<file path="src/source/mem_bus_pkg.sv">
// ----------------------------------------------------------
// memory bus field widths
// channel structs for AR/AW, W, R and B beats
// write response codes
// ----------------------------------------------------------
`default_nettype none

package mem_bus_pkg;

    // ----------------------------------------------------------
    // field widths
    // ----------------------------------------------------------
    localparam int unsigned addr_w = 32;
    localparam int unsigned data_w = 32;
    localparam int unsigned id_w   = 4;
    localparam int unsigned len_w  = 4;             // beats minus one
    localparam int unsigned strb_w = data_w / 8;    // one strobe per byte
    localparam int unsigned resp_w = 2;

    // write response codes
    typedef enum logic [resp_w-1:0] {
        resp_okay   = 2'b00,
        resp_exokay = 2'b01,
        resp_slverr = 2'b10,
        resp_decerr = 2'b11
    } resp_e;

    // ----------------------------------------------------------
    // channel beats
    // ----------------------------------------------------------

    // read or write address, same layout for AR and AW
    typedef struct packed {
        logic [id_w-1:0]   id;
        logic [addr_w-1:0] addr;
        logic [len_w-1:0]  len;
    } addr_chan_t;

    // write data, no id on this bus
    typedef struct packed {
        logic [data_w-1:0] data;
        logic [strb_w-1:0] strb;
        logic              last;
    } wdata_chan_t;

    // read data
    typedef struct packed {
        logic [id_w-1:0]   id;
        logic [data_w-1:0] data;
        logic              last;
    } rdata_chan_t;

    // write response, one per burst
    typedef struct packed {
        logic [id_w-1:0] id;
        resp_e           resp;
    } bresp_chan_t;

endpackage

`default_nettype wire

</file>
<file path="src/source/port_map_pkg.sv">
// ----------------------------------------------------------
// requester enumeration and ID map
// write-order FIFO sizing
// ----------------------------------------------------------
`default_nettype none

package port_map_pkg;

    localparam int unsigned n_req = 3;

    // index into every requester array
    typedef enum logic [1:0] {
        req_fetch  = 2'd0,
        req_bypass = 2'd1,
        req_refill = 2'd2
    } requester_e;

    // ----------------------------------------------------------
    // id map
    // ----------------------------------------------------------
    localparam logic [mem_bus_pkg::id_w-1:0] id_fetch       = 4'b0000;
    localparam logic [mem_bus_pkg::id_w-1:0] id_bypass_base = 4'b1000;  // 10xx
    localparam int unsigned                  id_bypass_lsb  = 2;        // low bits free
    localparam logic [mem_bus_pkg::id_w-1:0] id_refill      = 4'b1100;

    // outstanding write bursts
    localparam int unsigned w_fifo_depth = 4;
    localparam int unsigned w_fifo_ptr_w = $clog2(w_fifo_depth);

endpackage

`default_nettype wire

</file>
<file path="src/source/stream_arbiter.sv">
// ----------------------------------------------------------
// round-robin arbiter for one address channel
// grant is locked from first presentation until handshake
// ----------------------------------------------------------
`timescale 1ns/100ps
`default_nettype none

module stream_arbiter (
    input  wire logic                                              clk_i,
    input  wire logic                                              rst_n_i,
    input  wire mem_bus_pkg::addr_chan_t [port_map_pkg::n_req-1:0] inp_chan_i,
    input  wire logic [port_map_pkg::n_req-1:0]                    inp_valid_i,
    output logic [port_map_pkg::n_req-1:0]                         inp_ready_o,
    output mem_bus_pkg::addr_chan_t                                oup_chan_o,
    output logic                                                   oup_valid_o,
    input  wire logic                                              oup_ready_i,
    input  wire logic                                              hold_i,
    output port_map_pkg::requester_e                               gnt_o
);

    port_map_pkg::requester_e last_q;   // last winner
    port_map_pkg::requester_e gnt_q;    // grant held under back-pressure
    logic                     lock_q;
    port_map_pkg::requester_e cand;
    port_map_pkg::requester_e pick;
    logic                     found;
    port_map_pkg::requester_e gnt;

    function automatic port_map_pkg::requester_e next_req(input port_map_pkg::requester_e cur);
        case (cur)
            port_map_pkg::req_fetch:  return port_map_pkg::req_bypass;
            port_map_pkg::req_bypass: return port_map_pkg::req_refill;
            default:                  return port_map_pkg::req_fetch;
        endcase
    endfunction

    // ----------------------------------------------------------
    // search starts one past the last winner
    // ----------------------------------------------------------
    always_comb begin
        cand  = last_q;
        pick  = last_q;
        found = 1'b0;
        for (int k = 0; k < port_map_pkg::n_req; k++) begin
            cand = next_req(cand);
            if (!found && inp_valid_i[cand]) begin
                pick  = cand;
                found = 1'b1;
            end
        end
    end

    assign gnt         = lock_q ? gnt_q : pick;
    assign oup_valid_o = lock_q ? inp_valid_i[gnt_q] : (found && !hold_i);  // hold blocks new grants
    assign oup_chan_o  = inp_chan_i[gnt];
    assign gnt_o       = gnt;

    always_comb begin
        inp_ready_o      = '0;
        inp_ready_o[gnt] = oup_valid_o && oup_ready_i;
    end

    always_ff @(posedge clk_i or negedge rst_n_i) begin
        if (!rst_n_i) begin
            last_q <= port_map_pkg::req_refill;  // fetch wins first
            gnt_q  <= port_map_pkg::req_fetch;
            lock_q <= 1'b0;
        end else if (oup_valid_o && oup_ready_i) begin
            last_q <= gnt;
            lock_q <= 1'b0;
        end else if (oup_valid_o) begin
            gnt_q  <= gnt;                       // stalled, keep this one
            lock_q <= 1'b1;
        end
    end

endmodule

`default_nettype wire

</file>
<file path="src/source/w_order_fifo.sv">
// ----------------------------------------------------------
// write-order FIFO
// records the owner of each accepted AW and steers that
// owner's W beats to the bus until the last beat
// ----------------------------------------------------------
`timescale 1ns/100ps
`default_nettype none

module w_order_fifo (
    input  wire logic                                               clk_i,
    input  wire logic                                               rst_n_i,
    input  wire port_map_pkg::requester_e                           aw_owner_i,
    input  wire logic                                               aw_fire_i,
    output logic                                                    full_o,
    input  wire mem_bus_pkg::wdata_chan_t [port_map_pkg::n_req-1:0] inp_w_i,
    input  wire logic [port_map_pkg::n_req-1:0]                     inp_w_valid_i,
    output logic [port_map_pkg::n_req-1:0]                          inp_w_ready_o,
    output mem_bus_pkg::wdata_chan_t                                oup_w_o,
    output logic                                                    oup_w_valid_o,
    input  wire logic                                               oup_w_ready_i
);

    port_map_pkg::requester_e              owner_q [port_map_pkg::w_fifo_depth];
    logic [port_map_pkg::w_fifo_ptr_w-1:0] wr_ptr_q;
    logic [port_map_pkg::w_fifo_ptr_w-1:0] rd_ptr_q;
    logic [port_map_pkg::w_fifo_ptr_w:0]   count_q;
    logic                                  empty;
    logic                                  push;
    logic                                  pop;
    port_map_pkg::requester_e              head;

    assign empty  = (count_q == '0);
    assign full_o = (count_q == port_map_pkg::w_fifo_depth[port_map_pkg::w_fifo_ptr_w:0]);
    assign head   = owner_q[rd_ptr_q];

    // ----------------------------------------------------------
    // W steering
    // ----------------------------------------------------------
    assign oup_w_o       = empty ? '0 : inp_w_i[head];          // nothing selected when idle
    assign oup_w_valid_o = !empty && inp_w_valid_i[head];

    always_comb begin
        inp_w_ready_o = '0;
        if (!empty) begin
            inp_w_ready_o[head] = oup_w_ready_i;
        end
    end

    assign push = aw_fire_i && !full_o;
    assign pop  = oup_w_valid_o && oup_w_ready_i && oup_w_o.last;  // burst done

    // ----------------------------------------------------------
    // pointers and count
    // ----------------------------------------------------------
    always_ff @(posedge clk_i or negedge rst_n_i) begin
        if (!rst_n_i) begin
            wr_ptr_q <= '0;
            rd_ptr_q <= '0;
            count_q  <= '0;
        end else begin
            if (push) begin
                wr_ptr_q <= wr_ptr_q + 1'b1;   // depth is a power of two
            end
            if (pop) begin
                rd_ptr_q <= rd_ptr_q + 1'b1;
            end
            case ({push, pop})
                2'b10:   count_q <= count_q + 1'b1;
                2'b01:   count_q <= count_q - 1'b1;
                default: count_q <= count_q;
            endcase
        end
    end

    // owner storage
    always_ff @(posedge clk_i) begin
        if (push) begin
            owner_q[wr_ptr_q] <= aw_owner_i;
        end
    end

endmodule

`default_nettype wire

</file>
<file path="src/source/resp_router.sv">
// ----------------------------------------------------------
// response router for R or B
// decodes the returning ID and steers valid and ready
// ----------------------------------------------------------
`timescale 1ns/100ps
`default_nettype none

module resp_router (
    input  wire logic [mem_bus_pkg::id_w-1:0]   inp_id_i,
    input  wire logic                           inp_valid_i,
    output logic                                inp_ready_o,
    output logic [port_map_pkg::n_req-1:0]      oup_valid_o,
    input  wire logic [port_map_pkg::n_req-1:0] oup_ready_i
);

    localparam int unsigned hi = mem_bus_pkg::id_w - 1;
    localparam int unsigned lo = port_map_pkg::id_bypass_lsb;

    port_map_pkg::requester_e sel;

    // ----------------------------------------------------------
    // id decode
    // ----------------------------------------------------------
    always_comb begin
        if (inp_id_i == port_map_pkg::id_fetch) begin
            sel = port_map_pkg::req_fetch;
        end else if (inp_id_i[hi:lo] == port_map_pkg::id_bypass_base[hi:lo]) begin
            sel = port_map_pkg::req_bypass;   // any of the four bypass ids
        end else begin
            // refill id and any unmapped id
            sel = port_map_pkg::req_refill;
        end
    end

    // steer valid out and take that port's ready back
    always_comb begin
        oup_valid_o      = '0;
        oup_valid_o[sel] = inp_valid_i;
    end

    assign inp_ready_o = oup_ready_i[sel];

endmodule

`default_nettype wire

</file>
<file path="src/source/mem_port_mux.sv">
// ----------------------------------------------------------
// memory port interconnect
// three requesters onto one memory port: AR/AW arbiters,
// W ordering FIFO, R/B routers
// ----------------------------------------------------------
`timescale 1ns/100ps
`default_nettype none

module mem_port_mux (
    input  wire logic                                               clk_i,
    input  wire logic                                               rst_n_i,
    // requester side, indexed by requester_e
    input  wire mem_bus_pkg::addr_chan_t  [port_map_pkg::n_req-1:0] req_ar_i,
    input  wire logic [port_map_pkg::n_req-1:0]                     req_ar_valid_i,
    output logic [port_map_pkg::n_req-1:0]                          req_ar_ready_o,
    input  wire mem_bus_pkg::addr_chan_t  [port_map_pkg::n_req-1:0] req_aw_i,
    input  wire logic [port_map_pkg::n_req-1:0]                     req_aw_valid_i,
    output logic [port_map_pkg::n_req-1:0]                          req_aw_ready_o,
    input  wire mem_bus_pkg::wdata_chan_t [port_map_pkg::n_req-1:0] req_w_i,
    input  wire logic [port_map_pkg::n_req-1:0]                     req_w_valid_i,
    output logic [port_map_pkg::n_req-1:0]                          req_w_ready_o,
    output mem_bus_pkg::rdata_chan_t [port_map_pkg::n_req-1:0]      req_r_o,
    output logic [port_map_pkg::n_req-1:0]                          req_r_valid_o,
    input  wire logic [port_map_pkg::n_req-1:0]                     req_r_ready_i,
    output mem_bus_pkg::bresp_chan_t [port_map_pkg::n_req-1:0]      req_b_o,
    output logic [port_map_pkg::n_req-1:0]                          req_b_valid_o,
    input  wire logic [port_map_pkg::n_req-1:0]                     req_b_ready_i,
    // memory side
    output mem_bus_pkg::addr_chan_t                                 mem_ar_o,
    output logic                                                    mem_ar_valid_o,
    input  wire logic                                               mem_ar_ready_i,
    output mem_bus_pkg::addr_chan_t                                 mem_aw_o,
    output logic                                                    mem_aw_valid_o,
    input  wire logic                                               mem_aw_ready_i,
    output mem_bus_pkg::wdata_chan_t                                mem_w_o,
    output logic                                                    mem_w_valid_o,
    input  wire logic                                               mem_w_ready_i,
    input  wire mem_bus_pkg::rdata_chan_t                           mem_r_i,
    input  wire logic                                               mem_r_valid_i,
    output logic                                                    mem_r_ready_o,
    input  wire mem_bus_pkg::bresp_chan_t                           mem_b_i,
    input  wire logic                                               mem_b_valid_i,
    output logic                                                    mem_b_ready_o
);

    logic                     aw_fire;
    logic                     w_full;
    port_map_pkg::requester_e aw_gnt;

    assign aw_fire = mem_aw_valid_o && mem_aw_ready_i;

    // ----------------------------------------------------------
    // address channels
    // ----------------------------------------------------------
    stream_arbiter i_ar_arbiter (
        .clk_i       (clk_i),
        .rst_n_i     (rst_n_i),
        .inp_chan_i  (req_ar_i),
        .inp_valid_i (req_ar_valid_i),
        .inp_ready_o (req_ar_ready_o),
        .oup_chan_o  (mem_ar_o),
        .oup_valid_o (mem_ar_valid_o),
        .oup_ready_i (mem_ar_ready_i),
        .hold_i      (1'b0),            // reads never stall here
        .gnt_o       ()
    );

    stream_arbiter i_aw_arbiter (
        .clk_i       (clk_i),
        .rst_n_i     (rst_n_i),
        .inp_chan_i  (req_aw_i),
        .inp_valid_i (req_aw_valid_i),
        .inp_ready_o (req_aw_ready_o),
        .oup_chan_o  (mem_aw_o),
        .oup_valid_o (mem_aw_valid_o),
        .oup_ready_i (mem_aw_ready_i),
        .hold_i      (w_full),          // no room to record another owner
        .gnt_o       (aw_gnt)
    );

    // ----------------------------------------------------------
    // write data follows AW acceptance order
    // ----------------------------------------------------------
    w_order_fifo i_w_order (
        .clk_i         (clk_i),
        .rst_n_i       (rst_n_i),
        .aw_owner_i    (aw_gnt),
        .aw_fire_i     (aw_fire),
        .full_o        (w_full),
        .inp_w_i       (req_w_i),
        .inp_w_valid_i (req_w_valid_i),
        .inp_w_ready_o (req_w_ready_o),
        .oup_w_o       (mem_w_o),
        .oup_w_valid_o (mem_w_valid_o),
        .oup_w_ready_i (mem_w_ready_i)
    );

    // ----------------------------------------------------------
    // responses, payload to all, valid by id
    // ----------------------------------------------------------
    assign req_r_o = {port_map_pkg::n_req{mem_r_i}};
    assign req_b_o = {port_map_pkg::n_req{mem_b_i}};

    resp_router i_r_router (
        .inp_id_i    (mem_r_i.id),
        .inp_valid_i (mem_r_valid_i),
        .inp_ready_o (mem_r_ready_o),
        .oup_valid_o (req_r_valid_o),
        .oup_ready_i (req_r_ready_i)
    );

    resp_router i_b_router (
        .inp_id_i    (mem_b_i.id),
        .inp_valid_i (mem_b_valid_i),
        .inp_ready_o (mem_b_ready_o),
        .oup_valid_o (req_b_valid_o),
        .oup_ready_i (req_b_ready_i)
    );

endmodule

`default_nettype wire

</file>
<file path="config.mk">
export PLATFORM = sky130hd
export DESIGN_NAME = mem_port_mux
export DESIGN_NICKNAME = d
export VERILOG_FILES = /design/src/source/mem_bus_pkg.sv /design/src/source/port_map_pkg.sv /design/src/source/stream_arbiter.sv /design/src/source/w_order_fifo.sv /design/src/source/resp_router.sv /design/src/source/mem_port_mux.sv
export SDC_FILE = /design/constraint.sdc
export NUM_CORES = 1
export LEC_CHECK = 0
export ABC_CLOCK_PERIOD_IN_PS = 3200
export CAP_MARGIN = 15
export CORE_AREA = 2 2 268 270
export DETAILED_ROUTE_END_ITERATION = 7
export DIE_AREA = 0 0 270 272
export DONT_BUFFER_PORTS = 1
export PLACE_DENSITY_LB_ADDON = 0.12
export SLEW_MARGIN = 20
export SYNTH_ARGS = -nofsm -noshare
export SYNTH_HDL_FRONTEND = slang
export SYNTH_SLANG_ARGS = --single-unit
</file>
<file path="constraint.sdc">
create_clock -name clk_i -period 3.2 [get_ports clk_i]
set_input_delay 0.64 -clock clk_i [delete_from_list [all_inputs] [get_ports clk_i]]
set_output_delay 0.64 -clock clk_i [all_outputs]
set_load 0.02 [all_outputs]
</file>
==> impl_results.md, run 1 <==
- Status: finished clean
- Cell type with the largest total area after synthesis: buf_4
- Final layout net count: 1032
- Global-route wire length before repair: about 34000 um
- Crit path DAT: about 2.5 ns
- CP required: approximately 2.6 ns
- Lkg Pwr: 2.35 nW
- Largest net degree at the start of global routing: 42
- Longest Clk Path Bufs: 2
- Worst-path clk slew: around 0.08 ns
- Peak supply drop: between 0.0003 and 0.0004 V
- Max-cap violation count: 0
- Rows: a little under 100
- Fin area: ~0.0060 sq mm
- Sw frac: 0.603
- Vias per cell: 3.19
- Syn nets: 1120
- Endpoints failing hold: 0
- Placement Setup Slack: between 0.1 and 0.15 ns
- Worst skew pair latency: roughly 0.28 ns
- FF+latch count, synth: 25
- Post-DP HPWL: 20600 um
- RR Startpoint: i_w_order.rd_ptr_q[0]
- Initial antenna violation count: 3
- Post-synth top area share: 0.197
- # setup viols final: 0
- Placed Cells: about 1.5k
- RR Endpoint: i_w_order.count_q[2]
- Clock power frac: 0.039
- Post-synth EDFFs: 8
- Clock Sinks: 25
- DIE AREA: around 0.073 sq mm
- Max Clock Freq: ~320 MHz
- Startpoint types: register
- Core area: 0.0708 sq mm
- Die Ht: about 270 um
- PortBufs: 0
- DRT antenna net count: 0
- Layout cells sized above 1: 0.194
- IO Pins: between 600 and 700
- Fin crit period: between 3 and 4 ns
- Worst reg2reg path depth: 11
- Vias in the first global route: 4764
- Top_reg_cell synth: dfrtp_1
- Final Worst Setup Slack: about 0.03 ns
- Post-route DRC: 0
- Netlist Area Pre-Place: roughly 0.005 sq mm
- Total Wirelength: roughly 25000 um
- Pint: around 3.3 mW
- Layout Cells excl Fill: 1563
- Reg power frac: 0.082
- CTS root buffer: clkbuf_16
- Worst R2R Setup Slack: between 0.2 and 0.3 ns
- Final max-slew violation count: 0
- Synth warnings: 0
- Initial Util: 0.0712
- GRT overflow: 0
- Worst setup EP type: primary output
- Num CTS Buffers: 3
- Crit Path Max Fanout: 5
- Die X: roughly 270 um
- Area Overhead vs Synth: 19.1%
- Asr flop ratio synth: 0.680
- Period utilisation layout: 0.991
- Gp weighted congestion: roughly 0.84
- Clock skew: about 0.0042 ns
- P_sw: 4.94 mW
- Setup total negative slack: 0 ns
- Pwr dens: ~1400 mW/mm^2
- Post-synthesis cell type count: 55
- Worst-Margin Slew: around 0.65 ns
- CTS tree: built
- Syn Inst Count: 698
- CTS H-Tree Depth: 1
- Drt first pass iters: 5
- Wirelength per Cell: 16.1 um
- Via Count: roughly 5k
- Max-Slew Margin vs Limit: 0.565
- Post-Place Cell Area: 0.00567 sq mm
- Crit Path Class: reg -> out
- Gr usage total: 0.0613
- Top cells by area, synth: buf_4 20%, a221o_1 8.0%, mux2i_1 7.8%
- Syn Area/Cell: about 7.2 sq um
- Class of the worst hold path: in -> async
- Register area share after synthesis: 0.133
- Logic pwr share: 0.880
- RSZ-0062 raised after global routing: yes
- DR iter-0 viols: about 330
kinds of logic after synthesis:
family | share of synthesized area
AOI/OAI and AO/OA | 0.271
xor gates and xnor gates | 0.0104
adders and majority gates | 0.0164
buffers and inverters | 0.253
DFF | 0.133
muxes | 0.101
and+or+nand+nor | 0.216
synth_stat cells, drive strengths merged, types with 3 or more instances:
cell	count
buf	147
nor2	84
nand2	52
o21ai	48
and3	47
a21oi	43
a221o	40
a22oi	40
mux2i	39
clkbuf	34
dfrtp	15
inv	15
edfxtp	8
nand2b	7
and2	6
mux2	6
ha	5
nor3	5
nor2b	4
nor3b	4
a21o	3
o211ai	3
o22a	3
or3	3
xnor2	3
xor2	3
layer usage:
metal  part of all wire  up-vias  track usage
met5             0.0017        -            0
met4              0.016        6       0.0105
met3               0.10       30       0.0260
met2               0.45      377       0.0949
met1               0.43     2360       0.0797
li1                   -     2212            -
registers in the layout, summed over array words and instances, names as in the netlist, 2 cells and up:
name and cells:
i_w_order.owner_q 8, i_w_order.count_q 3, i_ar_arbiter.gnt_q 2, i_ar_arbiter.last_q 2, i_aw_arbiter.gnt_q 2, i_aw_arbiter.last_q 2, i_w_order.rd_ptr_q 2, i_w_order.wr_ptr_q 2
layout make-up:
type / count / area, sq um
fillers: 8335 / 64800
multi-input cells: 479 / 3200
well taps: 950 / 1190
repair buffers: 86 / 791
flip-flops and latches: 25 / 669
clock buffers: 3 / 75.1
inverters: 15 / 56.3
diodes: 4 / 10.0
clock inverters: 1 / 7.51
cell usage in the layout (no fill, tap or decap), types with 3 or more instances in the layout:
| master | netlist | layout |
|---|---|---|
| nand2_1 | 52 | 52 |
| clkbuf_16 | 0 | 3 |
| mux2_2 | 5 | 5 |
| or3_1 | 3 | 3 |
| diode_2 | 0 | 4 |
| xor2_1 | 3 | 3 |
| o211ai_1 | 3 | 3 |
| nand2b_1 | 7 | 6 |
| a21oi_1 | 43 | 43 |
| edfxtp_1 | 8 | 8 |
| and2_1 | 6 | 6 |
| mux2i_1 | 39 | 37 |
| buf_4 | 132 | 71 |
| nor2b_1 | 4 | 3 |
| o21ai_0 | 48 | 48 |
| dfrtp_1 | 15 | 14 |
| a221o_1 | 40 | 40 |
| and3_1 | 46 | 46 |
| nor3b_1 | 4 | 4 |
| o22a_1 | 3 | 3 |
| buf_6 | 4 | 6 |
| a21o_1 | 3 | 3 |
| ha_1 | 5 | 5 |
| a22oi_1 | 40 | 40 |
| buf_12 | 0 | 6 |
| xnor2_1 | 3 | 3 |
| inv_1 | 15 | 14 |
| nor3_1 | 5 | 3 |
| nor2_1 | 84 | 84 |
through the flow:
stage	utilization	power, mW	hold WS, ns
5_1_grt	0.0846	8.80	0.0167
3_5_place_dp	0.0801	7.51	0.347
4_1_cts	0.0838	8.19	0.0247
2_1_floorplan	-	5.73	0.344
3_3_place_gp	0.0800	7.58	0.347
6_report	0.0847	8.20	0.0442
how the worst max path moves through the flow:
stage | from | end | cells past startpoint
floorplan | i_w_order.rd_ptr_q[0] | i_w_order.count_q[2] | 12
global placement | req_ar_valid_i[0] | mem_ar_o[13] | 6
detailed placement | req_ar_valid_i[1] | mem_ar_o[13] | 8
CTS | i_ar_arbiter.last_q[0] | mem_ar_o[12] | 8
global route | i_ar_arbiter.last_q[0] | mem_ar_o[13] | 9
finish | i_ar_arbiter.last_q[0] | mem_ar_o[13] | 9
critical path: stages, from the launching register on:
cell      delay, ns
dfrtp_1        0.41
nand2b_4       0.16
a311o_1        0.34
buf_6          0.13
a211o_1        0.26
a221oi_4       0.27
buf_12         0.18
buf_12         0.12
a221o_1        0.23
buf_6          0.15
power by group through the flow:
stage,clock [mW],combinational (mW),sequential (mW)
final,0.318,7.21,0.668
after global routing,0.361,7.74,0.703
after CTS,0.348,7.16,0.677
after detailed placement,0,6.83,0.682
after global placement,0,6.89,0.691
after floorplan,0,5.14,0.592
repair_timing:
| item | in CTS | in global routing |
|---|---|---|
| gates cloned | 4 | 1 |
| setup endpoints to repair | 8 | 70 |
| hold buffers | 0 | 0 |
| pin swaps | 36 | 22 |
| gates resized for setup | 10 | 11 |
| setup buffers | 3 | 6 |
(Power assumes the default switching activity.)
==> run 2, diff against run 1 <==
--- a/config.mk
+++ b/config.mk
@@ -5,11 +5,12 @@
 export SDC_FILE = /design/constraint.sdc
 export NUM_CORES = 1
 export LEC_CHECK = 0
+export ABC_AREA = 1
 export ABC_CLOCK_PERIOD_IN_PS = 3200
 export CAP_MARGIN = 15
-export CORE_AREA = 2 2 268 270
+export CORE_AREA = 2 2 269 271
 export DETAILED_ROUTE_END_ITERATION = 7
-export DIE_AREA = 0 0 270 272
+export DIE_AREA = 0 0 271 273
 export DONT_BUFFER_PORTS = 1
 export PLACE_DENSITY_LB_ADDON = 0.12
 export SLEW_MARGIN = 20
==> impl_results.md, run 2 <==
- Top cells by count, synth: 196 x nand2_1, 184 x nand3_1, 163 x nand4_1
- Worst reg2reg path depth: 16 (+5)
- Top cells by area, synth: buf_4 18%, nand4_1 18%, nand3_1 16%
- Longest Clk Path Bufs: 2 (unchanged)
- Hold_buf cts: 0 (unchanged)
- Register area share after synthesis: 0.117 (-0.0158)
- Commonest non-fill, non-tap cell in the layout: nand2_1
- Wirelength per Cell: 18.1 um (+12%)
- CTS H-Tree Depth: 1 (unchanged)
- Total Wirelength: 32100 um (+27%)
- P_sw: 6.77 mW (+37%)
- # setup viols final: 0 (unchanged)
- Synth warnings: 0 (unchanged)
- Class of the worst hold path: in -> async
- Pint: 3.21 mW (-1.3%)
- Fin area: 0.00655 sq mm (+9.2%)
- Pwr dens: 1530 mW/mm^2 (+12%)
- Post-synth EDFFs: 8 (unchanged)
- Area Overhead vs Synth: 14.5%
- Lkg Pwr: 2.47 nW (+4.8%)
- Clock power frac: 0.032 (-0.007)
- Largest registers: i_w_order.owner_q: 8 flops, i_w_order.count_q: 3 flops
- Syn Inst Count: 956 (+37%)
- Die X: 271 um (+0.37%)
- RR Endpoint: i_w_order.count_q[2]
- Clock skew: 0.00194 ns (-0.00221 ns)
- DIE AREA: 0.0740 sq mm (+0.74%)
- Netlist Area Pre-Place: 0.00572 sq mm (+14%)
- Final max-slew violation count: 0 (unchanged)
- Syn Area/Cell: 5.98 sq um (-17%)
- Crit path DAT: 2.40 ns (-0.13 ns)
- Reg power frac: 0.066 (-0.016)
- Largest register FFs: 8 (unchanged)
- Startpoint types: register
- Crit Path Class: reg -> out
- RR Startpoint: i_aw_arbiter.last_q[1]
- Worst R2R Setup Slack: 0.37 ns (+0.08 ns)
- Initial antenna violation count: 5 (+2)
- Worst skew pair latency: 0.27 ns (about the same)
- PortBufs: 0 (unchanged)
- Endpoints failing hold: 0 (unchanged)
- Post-Place Cell Area: 0.00611 sq mm (+7.8%)
- Num CTS Buffers: 3 (unchanged)
- Worst-Margin Slew: 0.647 ns (+0.00212 ns)
- Cell type with the largest total area after synthesis: buf_4
- Vias in the first global route: 6087 (+28%)
- Max Clock Freq: 329 MHz (+4.2%)
- GRT overflow: 0 (unchanged)
- DR iter-0 viols: 456 (+40%)
- Gp weighted congestion: 0.779 (-7.1%)
- Global-route wire length before repair: 42500 um (+25%)
- Die Ht: 273 um (+0.37%)
- Largest net degree at the start of global routing: 82 (+95%)
- Initial Util: 0.0805 (+0.00936)
- Top_reg_cell synth: dfrtp_1
- Crit Path Max Fanout: 39 (+34)
- Worst setup EP type: primary output
- IO Pins: 682 (unchanged)
- CTS tree: built
- CTS root buffer: clkbuf_16
- Count leader, synth: nand2_1
- Max-Slew Margin vs Limit: 0.565 (about the same)
- Drt first pass iters: 5 (unchanged)
- Core area: 0.0710 sq mm (+0.35%)
- Overall power: 9.98 mW (+22%)
- Most flops, register: i_w_order.owner_q
- Post-synth top area share: 0.179 (-0.0182)
- Status: finished clean
- Fin crit period: 3.04 ns (-0.129 ns)
- Asr flop ratio synth: 0.680 (unchanged)
- Period utilisation layout: 0.950 (-0.0402)
- Max-cap violation count: 0 (unchanged)
- Logic pwr share: 0.902 (+0.022)
- Post-DP HPWL: 26100 um (+26%)
- Rows: 98 (unchanged)
- Gr usage total: 0.0758 (+0.0145)
- Final layout net count: 1239 (+20%)
- Clock Sinks: 25 (unchanged)
- Setup crit start: i_ar_arbiter.last_q[1]
- Worst-path clk slew: 0.08 ns (about the same)
- CP required: 2.56 ns (about the same)
- Sw frac: 0.678 (+0.0751)
- Vias per cell: 3.66 (+15%)
- Peak supply drop: 0.000478 V (+39%)
- Layout cells sized above 1: 0.163 (-0.0308)
- Post-synthesis cell type count: 34 (-38%)
- DRT antenna net count: 0 (unchanged)
- Final core occ: 0.0922 (+0.00744)
- Post-route DRC: 0 (unchanged)
- FF+latch count, synth: 25 (unchanged)
- Leading cell types in the layout, fill and taps excluded: 192 x nand2_1, 163 x nand4_1, 155 x nand3_1
- Via Count: 6487 (+30%)
- Setup crit end: mem_ar_o[27]
- Syn nets: 1378 (+23%)
[run 2: cell count changes in the layout (fill, tap and decap cells not counted), moves of 32 or more]
cell	before	now
nand4_1	1	163
mux2i_1	37	0
nand3_1	1	155
nand2_1	52	192
nor2_1	84	31
and3_1	46	0
o21ai_0	48	16
inv_1	14	46
a21oi_1	43	3
a221o_1	40	0
a31oi_1	0	36
a22oi_1	40	0
[run 2: cell type report]
type	instances	area (sq um)
Tap cell	950	1190
Inverter	49	185
Clock buffer	3	75.1
Multi-Input combinational cell	672	3700
Fill cell	8369	64500
Sequential cell	25	668
Antenna cell	5	12.5
Timing Repair Buffer	66	708
Clock inverter	1	8.76
[run 2: power groups by stage]
stage               sequential [mW]  combinational (mW)  clock (mW)
CTS                           0.667                8.57       0.358
global placement              0.682                8.60           0
finish                        0.660                9.00       0.322
global route                  0.690                9.76       0.365
detailed placement            0.671                8.54           0
floorplan                     0.584                6.52           0
[run 2: cells by family after synthesis]
family | count (synthesis) | synth area share
fa+ha+maj | 6 | 0.0144
flops | 25 | 0.117
simple gates | 602 | 0.528
xor+xnor | 3 | 0.00460
buf+inv | 259 | 0.272
compound gates | 61 | 0.0648
[run 2: stage by stage]
step	worst slack, ns	instances	TNS [ns]	hold slack, ns
6_report	0.159	1771	0	0.0508
3_5_place_dp	0.211	1756	0	0.349
3_3_place_gp	0.235	1756	0	0.349
5_1_grt	-0.0197	1766	-0.0722	0.0248
4_1_cts	0.0250	1760	0	0.0342
2_1_floorplan	0.404	956	0	0.344
[run 2: critical path, stage by stage (launching register included)]
cell	delay, ns
dfstp_2	0.62
inv_1	0.10
nand3_1	0.10
nand3_1	0.12
nand3_1	0.11
nand2_1	0.09
o21ai_4	0.17
buf_12	0.19
buf_12	0.21
nand4_1	0.17
nand3_1	0.24
[run 2: repair_timing]
item / 4_1_cts / 5_1_grt
pin swaps: 0 / 2
gates resized for setup: 3 / 44
setup endpoints to repair: 9 / 90
setup buffers: 0 / 2
gates cloned: 0 / 4
[run 2: how the worst min path moves through the flow]
stage	slack, ns	endpoint	start
after CTS	0.03	i_ar_arbiter.last_q[0]	rst_n_i
after floorplan	0.34	i_ar_arbiter.gnt_q[0]	rst_n_i
after global placement	0.35	i_ar_arbiter.last_q[0]	rst_n_i
after detailed placement	0.35	i_ar_arbiter.last_q[0]	rst_n_i
final	0.05	i_ar_arbiter.last_q[0]	rst_n_i
after global routing	0.02	i_w_order.rd_ptr_q[0]	rst_n_i
[run 2: layer usage]
layer,up-vias,GRT usage,wire (um)
met5,-,0,10
met4,2,0.0161,381
met3,28,0.0344,3520
met2,423,0.121,14700
met1,3049,0.0929,13400
li1,2985,-,-
